**config.mk**
```make
export PLATFORM = sky130hd
export DESIGN_NAME = cholesky_top
export DESIGN_NICKNAME = d
export VERILOG_FILES = /design/src/verilog/chol_pkg.sv /design/src/verilog/fix_sqrt.sv /design/src/verilog/fix_div.sv /design/src/verilog/dot_acc.sv /design/src/verilog/chol_ctrl.sv /design/src/verilog/cholesky_top.sv
export SDC_FILE = /design/constraint.sdc
export NUM_CORES = 2
export LEC_CHECK = 0
export BUFFER_PORTS_ARGS = -buffer_cell sky130_fd_sc_hd__clkbuf_2
export CAP_MARGIN = 20
export CORE_ASPECT_RATIO = 1.25
export CORE_MARGIN = 1
export CORE_UTILIZATION = 61
export DETAILED_ROUTE_END_ITERATION = 8
export PLACE_DENSITY_LB_ADDON = 0.2
export SYNTH_ARGS = -nofsm -noshare
export SYNTH_HDL_FRONTEND = slang
export SYNTH_SLANG_ARGS = --single-unit
```
**constraint.sdc**
```tcl
create_clock -name clk -period 28.8 [get_ports clk]
set_input_delay 8.64 -clock clk [delete_from_list [all_inputs] [get_ports clk]]
set_output_delay 8.64 -clock clk [all_outputs]
set_load 0.01 [all_outputs]
```
**src/verilog/chol_pkg.sv**
```systemverilog
package chol_pkg;

    // ====================
    // Word format
    // ====================
    localparam int WORD_W    = 32;          // Signed Q16.16
    localparam int FRAC_BITS = 16;
    localparam int ACC_W     = 2 * WORD_W;  // Full product width

    // ====================
    // Matrix size
    // ====================
    localparam int N        = 4;                // Matrix order, works for 2 to 6
    localparam int NUM_ELEM = N * (N + 1) / 2;  // Lower triangle elements
    localparam int IDX_W    = $clog2(NUM_ELEM); // Index into the triangle
    localparam int RC_W     = $clog2(N);        // Row, column and k counters

    // ====================
    // Iterative units
    // ====================
    localparam int SQRT_ITER  = WORD_W - FRAC_BITS / 2; // One root bit per cycle
    localparam int SQRT_CNT_W = $clog2(SQRT_ITER);
    localparam int SQRT_REM_W = SQRT_ITER + 6;          // Signed partial remainder
    localparam int DIV_ITER   = WORD_W + FRAC_BITS;     // One quotient bit per cycle
    localparam int DIV_CNT_W  = $clog2(DIV_ITER);

    typedef logic signed [WORD_W-1:0] word_t;

    // Element (i,j), 1-based with i >= j, sits at i(i-1)/2 + j - 1
    typedef word_t [NUM_ELEM-1:0] tri_mat_t;

    typedef logic signed [ACC_W-1:0] acc_t;

    typedef struct packed {
        word_t dividend;
        word_t divisor;   // Always positive
    } div_op_t;

    // Triangle position of a 0-based row and column
    function automatic logic [IDX_W-1:0] tri_idx(input logic [RC_W-1:0] row,
                                                 input logic [RC_W-1:0] col);
        int unsigned r;
        r = row;
        return IDX_W'(r * (r + 1) / 2 + col);
    endfunction

endpackage

```
**src/verilog/fix_sqrt.sv**
```systemverilog
module fix_sqrt
    import chol_pkg::*;
(
    input  logic  clk,
    input  logic  rst,
    input  logic  sqrt_req,
    input  word_t sqrt_in,
    output logic  sqrt_ack,
    output word_t sqrt_out
);

    logic                         busy;
    logic                         start;
    logic [SQRT_CNT_W-1:0]        cnt;
    logic [2*SQRT_ITER-1:0]       rad;     // Radicand, two bits consumed per step
    logic [SQRT_ITER-1:0]         root;
    logic signed [SQRT_REM_W-1:0] rem;
    logic signed [SQRT_REM_W-1:0] rem_sh;
    logic signed [SQRT_REM_W-1:0] rem_nx;

    assign start    = sqrt_req && !busy && !sqrt_ack;
    assign sqrt_out = {{(WORD_W - SQRT_ITER){1'b0}}, root};

    // Non-restoring step, sign of the remainder picks add or subtract
    always_comb begin
        rem_sh = {rem[SQRT_REM_W-3:0], rad[2*SQRT_ITER-1 -: 2]};
        if (rem[SQRT_REM_W-1]) begin
            rem_nx = rem_sh + SQRT_REM_W'({root, 2'b11});
        end else begin
            rem_nx = rem_sh - SQRT_REM_W'({root, 2'b01});
        end
    end

    always_ff @(posedge clk) begin
        if (rst) begin
            busy     <= 1'b0;
            sqrt_ack <= 1'b0;
            cnt      <= '0;
        end else if (busy) begin
            cnt <= cnt - 1'b1;
            if (cnt == '0) begin
                busy     <= 1'b0;
                sqrt_ack <= 1'b1;
            end
        end else if (sqrt_ack) begin
            if (!sqrt_req) begin
                sqrt_ack <= 1'b0;
            end
        end else if (start) begin
            busy <= 1'b1;
            cnt  <= SQRT_CNT_W'(SQRT_ITER - 1);
        end
    end

    always_ff @(posedge clk) begin
        if (start) begin
            rad  <= (sqrt_in > 0) ? {sqrt_in, {FRAC_BITS{1'b0}}} : '0;  // Non-positive gives 0
            rem  <= '0;
            root <= '0;
        end else if (busy) begin
            rad  <= rad << 2;
            rem  <= rem_nx;
            root <= {root[SQRT_ITER-2:0], ~rem_nx[SQRT_REM_W-1]};
        end
    end

endmodule

```
**src/verilog/fix_div.sv**
```systemverilog
module fix_div
    import chol_pkg::*;
(
    input  logic    clk,
    input  logic    rst,
    input  logic    div_req,
    input  div_op_t div_op,
    output logic    div_ack,
    output word_t   div_out
);

    logic                 busy;
    logic                 start;
    logic [DIV_CNT_W-1:0] cnt;
    logic [WORD_W-1:0]    mag;     // Dividend magnitude
    logic [DIV_ITER-1:0]  num;     // Shifted dividend, quotient fills from the bottom
    logic [WORD_W-1:0]    rem;
    logic [WORD_W:0]      rem_sh;
    logic [WORD_W:0]      diff;
    logic                 neg;
    word_t                quo;

    assign start = div_req && !busy && !div_ack;
    assign mag   = div_op.dividend[WORD_W-1] ? -div_op.dividend : div_op.dividend;

    // Trial subtract, top bit set means borrow
    assign rem_sh = {rem, num[DIV_ITER-1]};
    assign diff   = rem_sh - {1'b0, div_op.divisor};

    // Sign back on the magnitude quotient
    assign quo     = num[WORD_W-1:0];
    assign div_out = neg ? -quo : quo;

    always_ff @(posedge clk) begin
        if (rst) begin
            busy    <= 1'b0;
            div_ack <= 1'b0;
            cnt     <= '0;
        end else if (busy) begin
            cnt <= cnt - 1'b1;
            if (cnt == '0) begin
                busy    <= 1'b0;
                div_ack <= 1'b1;
            end
        end else if (div_ack) begin
            if (!div_req) begin
                div_ack <= 1'b0;
            end
        end else if (start) begin
            busy <= 1'b1;
            cnt  <= DIV_CNT_W'(DIV_ITER - 1);
        end
    end

    always_ff @(posedge clk) begin
        if (start) begin
            num <= {mag, {FRAC_BITS{1'b0}}};
            rem <= '0;
            neg <= div_op.dividend[WORD_W-1];
        end else if (busy) begin
            // Restore on borrow, otherwise keep the difference
            rem <= diff[WORD_W] ? rem_sh[WORD_W-1:0] : diff[WORD_W-1:0];
            num <= {num[DIV_ITER-2:0], ~diff[WORD_W]};
        end
    end

endmodule

```
**src/verilog/dot_acc.sv**
```systemverilog
module dot_acc
    import chol_pkg::*;
(
    input  logic  clk,
    input  logic  rst,
    input  logic  acc_clear,
    input  logic  acc_en,
    input  word_t base,
    input  word_t acc_x,
    input  word_t acc_y,
    output word_t resid
);

    acc_t  sum;      // Running sum of full products
    acc_t  prod;
    acc_t  sum_nx;
    acc_t  shifted;
    word_t base_q;

    assign prod    = acc_x * acc_y;
    assign sum_nx  = sum + prod;
    assign shifted = sum_nx >>> FRAC_BITS;  // Scale once, after summing

    always_ff @(posedge clk) begin
        if (rst) begin
            sum   <= '0;
            resid <= '0;
        end else if (acc_clear) begin
            sum   <= '0;
            resid <= base;  // No products yet
        end else if (acc_en) begin
            sum   <= sum_nx;
            resid <= base_q - shifted[WORD_W-1:0];
        end
    end

    always_ff @(posedge clk) begin
        if (acc_clear) begin
            base_q <= base;
        end
    end

endmodule

```
**src/verilog/chol_ctrl.sv**
```systemverilog
module chol_ctrl
    import chol_pkg::*;
(
    input  logic     clk,
    input  logic     rst,
    input  tri_mat_t a,
    input  logic     a_req,
    output logic     a_ack,
    output tri_mat_t l,
    output logic     not_pd,
    output logic     sqrt_req,
    output word_t    sqrt_in,
    input  logic     sqrt_ack,
    input  word_t    sqrt_out,
    output logic     div_req,
    output div_op_t  div_op,
    input  logic     div_ack,
    input  word_t    div_out,
    output logic     acc_clear,
    output logic     acc_en,
    output word_t    base,
    output word_t    acc_x,
    output word_t    acc_y,
    input  word_t    resid
);

    typedef enum logic [2:0] {
        S_IDLE,   // Waiting for a matrix
        S_CLEAR,  // Load A element into the accumulator
        S_ACC,    // Stream L products, one per cycle
        S_WAIT,   // Residual ready, hand it to a unit
        S_SQRT,   // Diagonal square root running
        S_DRAIN,  // Last divide of the column still running
        S_DONE    // Result held with a_ack
    } state_t;

    state_t           state;
    tri_mat_t         a_reg;
    logic [RC_W-1:0]  row;
    logic [RC_W-1:0]  col;
    logic [RC_W-1:0]  k;
    logic [IDX_W-1:0] div_idx;    // Where the pending quotient goes
    logic             start;
    logic             diag;
    logic             last_row;
    logic             last_col;
    logic             div_free;
    logic             issue_sqrt;
    logic             issue_div;

    assign start      = (state == S_IDLE) && a_req;
    assign diag       = (row == col);
    assign last_row   = (row == RC_W'(N - 1));
    assign last_col   = (col == RC_W'(N - 1));
    assign div_free   = !div_req && !div_ack; // Divider back to idle
    assign issue_sqrt = (state == S_WAIT) && diag && (resid > 0) && !sqrt_ack;
    assign issue_div  = (state == S_WAIT) && !diag && div_free;

    // ====================
    // Accumulator feed
    // ====================
    assign acc_clear = (state == S_CLEAR);
    assign acc_en    = (state == S_ACC);
    assign base      = a_reg[tri_idx(row, col)];
    assign acc_x     = l[tri_idx(row, k)];  // L_ik
    assign acc_y     = l[tri_idx(col, k)];  // L_jk

    // ====================
    // Column sequencer
    // ====================
    always_ff @(posedge clk) begin
        if (rst) begin
            state    <= S_IDLE;
            a_ack    <= 1'b0;
            not_pd   <= 1'b0;
            l        <= '0;
            sqrt_req <= 1'b0;
            div_req  <= 1'b0;
            row      <= '0;
            col      <= '0;
            k        <= '0;
        end else begin
            // A quotient may come back while the next row accumulates
            if (div_req && div_ack) begin
                l[div_idx] <= div_out;
                div_req    <= 1'b0;
            end

            case (state)
                S_IDLE: begin
                    if (start) begin
                        l      <= '0;  // Anything not reached stays zero
                        not_pd <= 1'b0;
                        row    <= '0;
                        col    <= '0;
                        state  <= S_CLEAR;
                    end
                end
                S_CLEAR: begin
                    k     <= '0;
                    state <= (col == '0) ? S_WAIT : S_ACC;  // First column has no products
                end
                S_ACC: begin
                    k <= k + 1'b1;
                    if (k == col - 1'b1) begin
                        state <= S_WAIT;
                    end
                end
                S_WAIT: begin
                    if (diag) begin
                        if (!(resid > 0)) begin
                            not_pd <= 1'b1;  // Not positive definite, stop here
                            a_ack  <= 1'b1;
                            state  <= S_DONE;
                        end else if (issue_sqrt) begin
                            sqrt_req <= 1'b1;
                            state    <= S_SQRT;
                        end
                    end else if (issue_div) begin
                        div_req <= 1'b1;
                        if (last_row) begin
                            state <= S_DRAIN;
                        end else begin
                            row   <= row + 1'b1;
                            state <= S_CLEAR;
                        end
                    end
                end
                S_SQRT: begin
                    if (sqrt_ack) begin
                        l[tri_idx(col, col)] <= sqrt_out;
                        sqrt_req             <= 1'b0;
                        if (last_col) begin
                            a_ack <= 1'b1;
                            state <= S_DONE;
                        end else begin
                            row   <= col + 1'b1;
                            state <= S_CLEAR;
                        end
                    end
                end
                S_DRAIN: begin
                    // Next diagonal needs every L of this column
                    if (div_free) begin
                        col   <= col + 1'b1;
                        row   <= col + 1'b1;
                        state <= S_CLEAR;
                    end
                end
                S_DONE: begin
                    if (!a_req) begin
                        a_ack <= 1'b0;
                        state <= S_IDLE;
                    end
                end
                default: state <= S_IDLE;
            endcase
        end
    end

    // Operand registers, stable for the whole handshake
    always_ff @(posedge clk) begin
        if (start) begin
            a_reg <= a;
        end
        if (issue_sqrt) begin
            sqrt_in <= resid;
        end
        if (issue_div) begin
            div_op.dividend <= resid;
            div_op.divisor  <= l[tri_idx(col, col)];  // L_jj
            div_idx         <= tri_idx(row, col);
        end
    end

endmodule

```
**src/verilog/cholesky_top.sv**
```systemverilog
module cholesky_top
    import chol_pkg::*;
(
    input  logic     clk,
    input  logic     rst,
    input  tri_mat_t a,
    input  logic     a_req,
    output logic     a_ack,
    output tri_mat_t l,
    output logic     not_pd
);

    // ====================
    // Unit links
    // ====================
    logic    sqrt_req;
    logic    sqrt_ack;
    word_t   sqrt_in;
    word_t   sqrt_out;
    logic    div_req;
    logic    div_ack;
    div_op_t div_op;
    word_t   div_out;
    logic    acc_clear;
    logic    acc_en;
    word_t   base;
    word_t   acc_x;
    word_t   acc_y;
    word_t   resid;

    chol_ctrl i_chol_ctrl (
        .clk       (clk),
        .rst       (rst),
        .a         (a),
        .a_req     (a_req),
        .a_ack     (a_ack),
        .l         (l),
        .not_pd    (not_pd),
        .sqrt_req  (sqrt_req),
        .sqrt_in   (sqrt_in),
        .sqrt_ack  (sqrt_ack),
        .sqrt_out  (sqrt_out),
        .div_req   (div_req),
        .div_op    (div_op),
        .div_ack   (div_ack),
        .div_out   (div_out),
        .acc_clear (acc_clear),
        .acc_en    (acc_en),
        .base      (base),
        .acc_x     (acc_x),
        .acc_y     (acc_y),
        .resid     (resid)
    );

    fix_sqrt i_fix_sqrt (
        .clk      (clk),
        .rst      (rst),
        .sqrt_req (sqrt_req),
        .sqrt_in  (sqrt_in),
        .sqrt_ack (sqrt_ack),
        .sqrt_out (sqrt_out)
    );

    fix_div i_fix_div (
        .clk     (clk),
        .rst     (rst),
        .div_req (div_req),
        .div_op  (div_op),
        .div_ack (div_ack),
        .div_out (div_out)
    );

    dot_acc i_dot_acc (
        .clk       (clk),
        .rst       (rst),
        .acc_clear (acc_clear),
        .acc_en    (acc_en),
        .base      (base),
        .acc_x     (acc_x),
        .acc_y     (acc_y),
        .resid     (resid)
    );

endmodule

```
==> impl_metrics.tcl <==
set metrics [dict create \
    status "complete, but fails checks" \
    failed_checks "DRC" \
    grt-ovfl-total 0 \
    utilization_pct 68.35 \
    slew_headroom_pct 2.859 \
    critPathMaxStageDelay_ns 0.86 \
    ir_worst_vdd_mv 0.09401 \
    rsz0062_at_grt "false" \
    numCtsBuffers 105 \
    synth_top_cells_by_count "inv_1, nor2_1, fa_1" \
    grt_usage_pct 46.52 \
    fmax_mhz 63.31 \
    nNetsFinal 10480 \
    path_clk_slew_ns 0.06 \
    drc 9 \
    ys_seq_elements 1046 \
    core_mm2 0.1377 \
    hold_violations 0 \
    crit_top_cell "inv_1" \
    p_per_area_mw_per_mm2 51.44 \
    cts-resized-gates 0 \
    final_area_mm2 0.09411 \
    post-place-ws_ns 13.39 \
    crit_fanout 44 \
    setup_viol 0 \
    grt_max_degree 105 \
    cp-end-kind "flip-flop" \
    fin_cells 10910 \
    wl_per_cell_um 29.96 \
    ys_seq_area_share_pct 30.73 \
    drive_gt1_share_pct 16.01 \
    ys_async_sr_fraction_pct 0 \
    synthCells 8576 \
    critPathSlowestCell "dfxtp_1" \
    areaGrowthSynthToFinish_pct 10.75 \
    timing_worst_setup_path_type "flip-flop to flip-flop" \
    holdBufCountCts 0 \
    timing.hold.ws_ns 0.4554 \
    grt_pass1_vias 72140 \
    timing_max_transition_violations_final 0 \
    die-area_mm2 0.1408 \
    drv_cap 0 \
    dp_hpwl_um 240700 \
    syn_avg_cell_area_um2 9.908 \
    synth_edf_count 517 \
    synth_nets 10100 \
    synth_top_area_cell "fa_1" \
    cts-root-buf "clkbuf_16" \
    fin_crit_ns 15.80 \
    port_buffers 644 \
    dieHeight_um 419.3 \
    ys.flop_type "dfxtp_1" \
    required_ns 29.40 \
    postPlaceCellArea_mm2 0.09028 \
    cts_htree_levels 3 \
    clock_path_buffers 3 \
    routed_via_density 6.626 \
    finClkSkew_ns 0.06446 \
    post-route-period-util_pct 54.84 \
    routed_wl_um 326800 \
    synth_most_common_cell "inv_1" \
    drtPass1Iterations 9 \
    synth_area_leaders "fa_1, edfxtp_1, dfxtp_1" \
    min_path_type "flip-flop to flip-flop" \
    leakage_nw 38.75 \
    synth_top_area_share_pct 21.42 \
    die_x_um 335.8 \
    place.gp.congestion 1.061 \
    grt_pass1_wl_um 475900 \
    ant_nets 0 \
    cts_sinks 1046 \
    cp_data_arrival_time_ns 16.39 \
    yosys_warnings 0 \
    initial_utilization_pct 61.71 \
    synth.distinct_cells 100 \
    fin_ws_ns 13.00 \
    cts_tree "built" \
    start_kind "flip-flop" \
    rows 152 \
    antenna_found_initial 21 \
    syn-cell-area_mm2 0.08498 \
    postCtsSetupBuffers 0 \
    pin_count 645 \
    dpl.cell_count 10690 \
    tns_ns 0 \
    drt_iter0_drc 9540 \
    p_total_mw 4.841 \
    route.vias.total 72290 \
    tightest_slew_ns 1.452 \
    clk_latency_ns 0.79 \
]
worst max-delay path: cells and delay by family (launching register included):
kind	cells	cell delay, ns
buffers and inverters	9	1.79
DFF	1	0.86
adders and majority gates	14	5.72
AOI/OAI and AO/OA	14	4.10
and+or+nand+nor	8	1.62
muxes	1	0.60
xor gates and xnor gates	4	0.81
layer usage:
layer  global-route usage, %  vias up  part of all wire, %
met5                   1.779        -                 0.13
met4                   31.62       14                  8.9
met3                   18.53     1666                   14
met2                   68.67     5703                   43
met1                   55.76    35230                   34
li1                        -    29680                    -
kinds of logic (layout without fill, tap and decap cells):
family | after synthesis | in the layout | synth area share [%]
AOI/OAI and AO/OA | 1643 | 1643 | 12.45
adders and majority gates | 1207 | 1207 | 25.79
muxes | 446 | 446 | 9.079
and+or+nand+nor | 2308 | 2308 | 11.74
xor gates and xnor gates | 251 | 251 | 2.695
DFF | 1046 | 1046 | 30.73
buffers and inverters | 1675 | 2146 | 7.523
other | 0 | 14 | 0
where the power goes:
part           switching [mW]  leakage [nW]  internal [mW]
logic                   0.897          27.8          0.473
registers               0.149          9.09           1.82
clock network           0.650          1.82          0.855
total                    1.70          38.7           3.14
final cells by class:
class | count | area, µm²
clock buffers | 135 | 2923
inverters | 1122 | 4212
multi-input cells | 5855 | 53070
fillers | 10770 | 43580
flip-flops and latches | 1046 | 26120
repair buffers | 828 | 4656
well taps | 1848 | 2312
diodes | 14 | 35.03
clock inverters | 61 | 789.5
worst paths after layout:
check                     start                  end  slack [ns]  depth (start not counted)
min reg2reg    i_dot_acc.sum[2]     i_dot_acc.sum[2]        0.46                          2
min            i_dot_acc.sum[2]     i_dot_acc.sum[2]        0.46                          2
max reg2reg  i_chol_ctrl.col[0]  i_dot_acc.resid[27]       13.00                         50
max          i_chol_ctrl.col[0]  i_dot_acc.resid[27]       13.00                         50
cells in the final DEF, fill, tap and decap left out, drive strengths merged, types with 152 or more instances in the layout:
master	n
buf	183
inv	1125
o21ai	267
a21oi	530
mux4	256
a211oi	202
ha	293
nand2	836
clkbuf	780
mux2i	152
edfxtp	517
dfxtp	529
nor2	929
fa	909
Power figures use the tool's default switching activity.
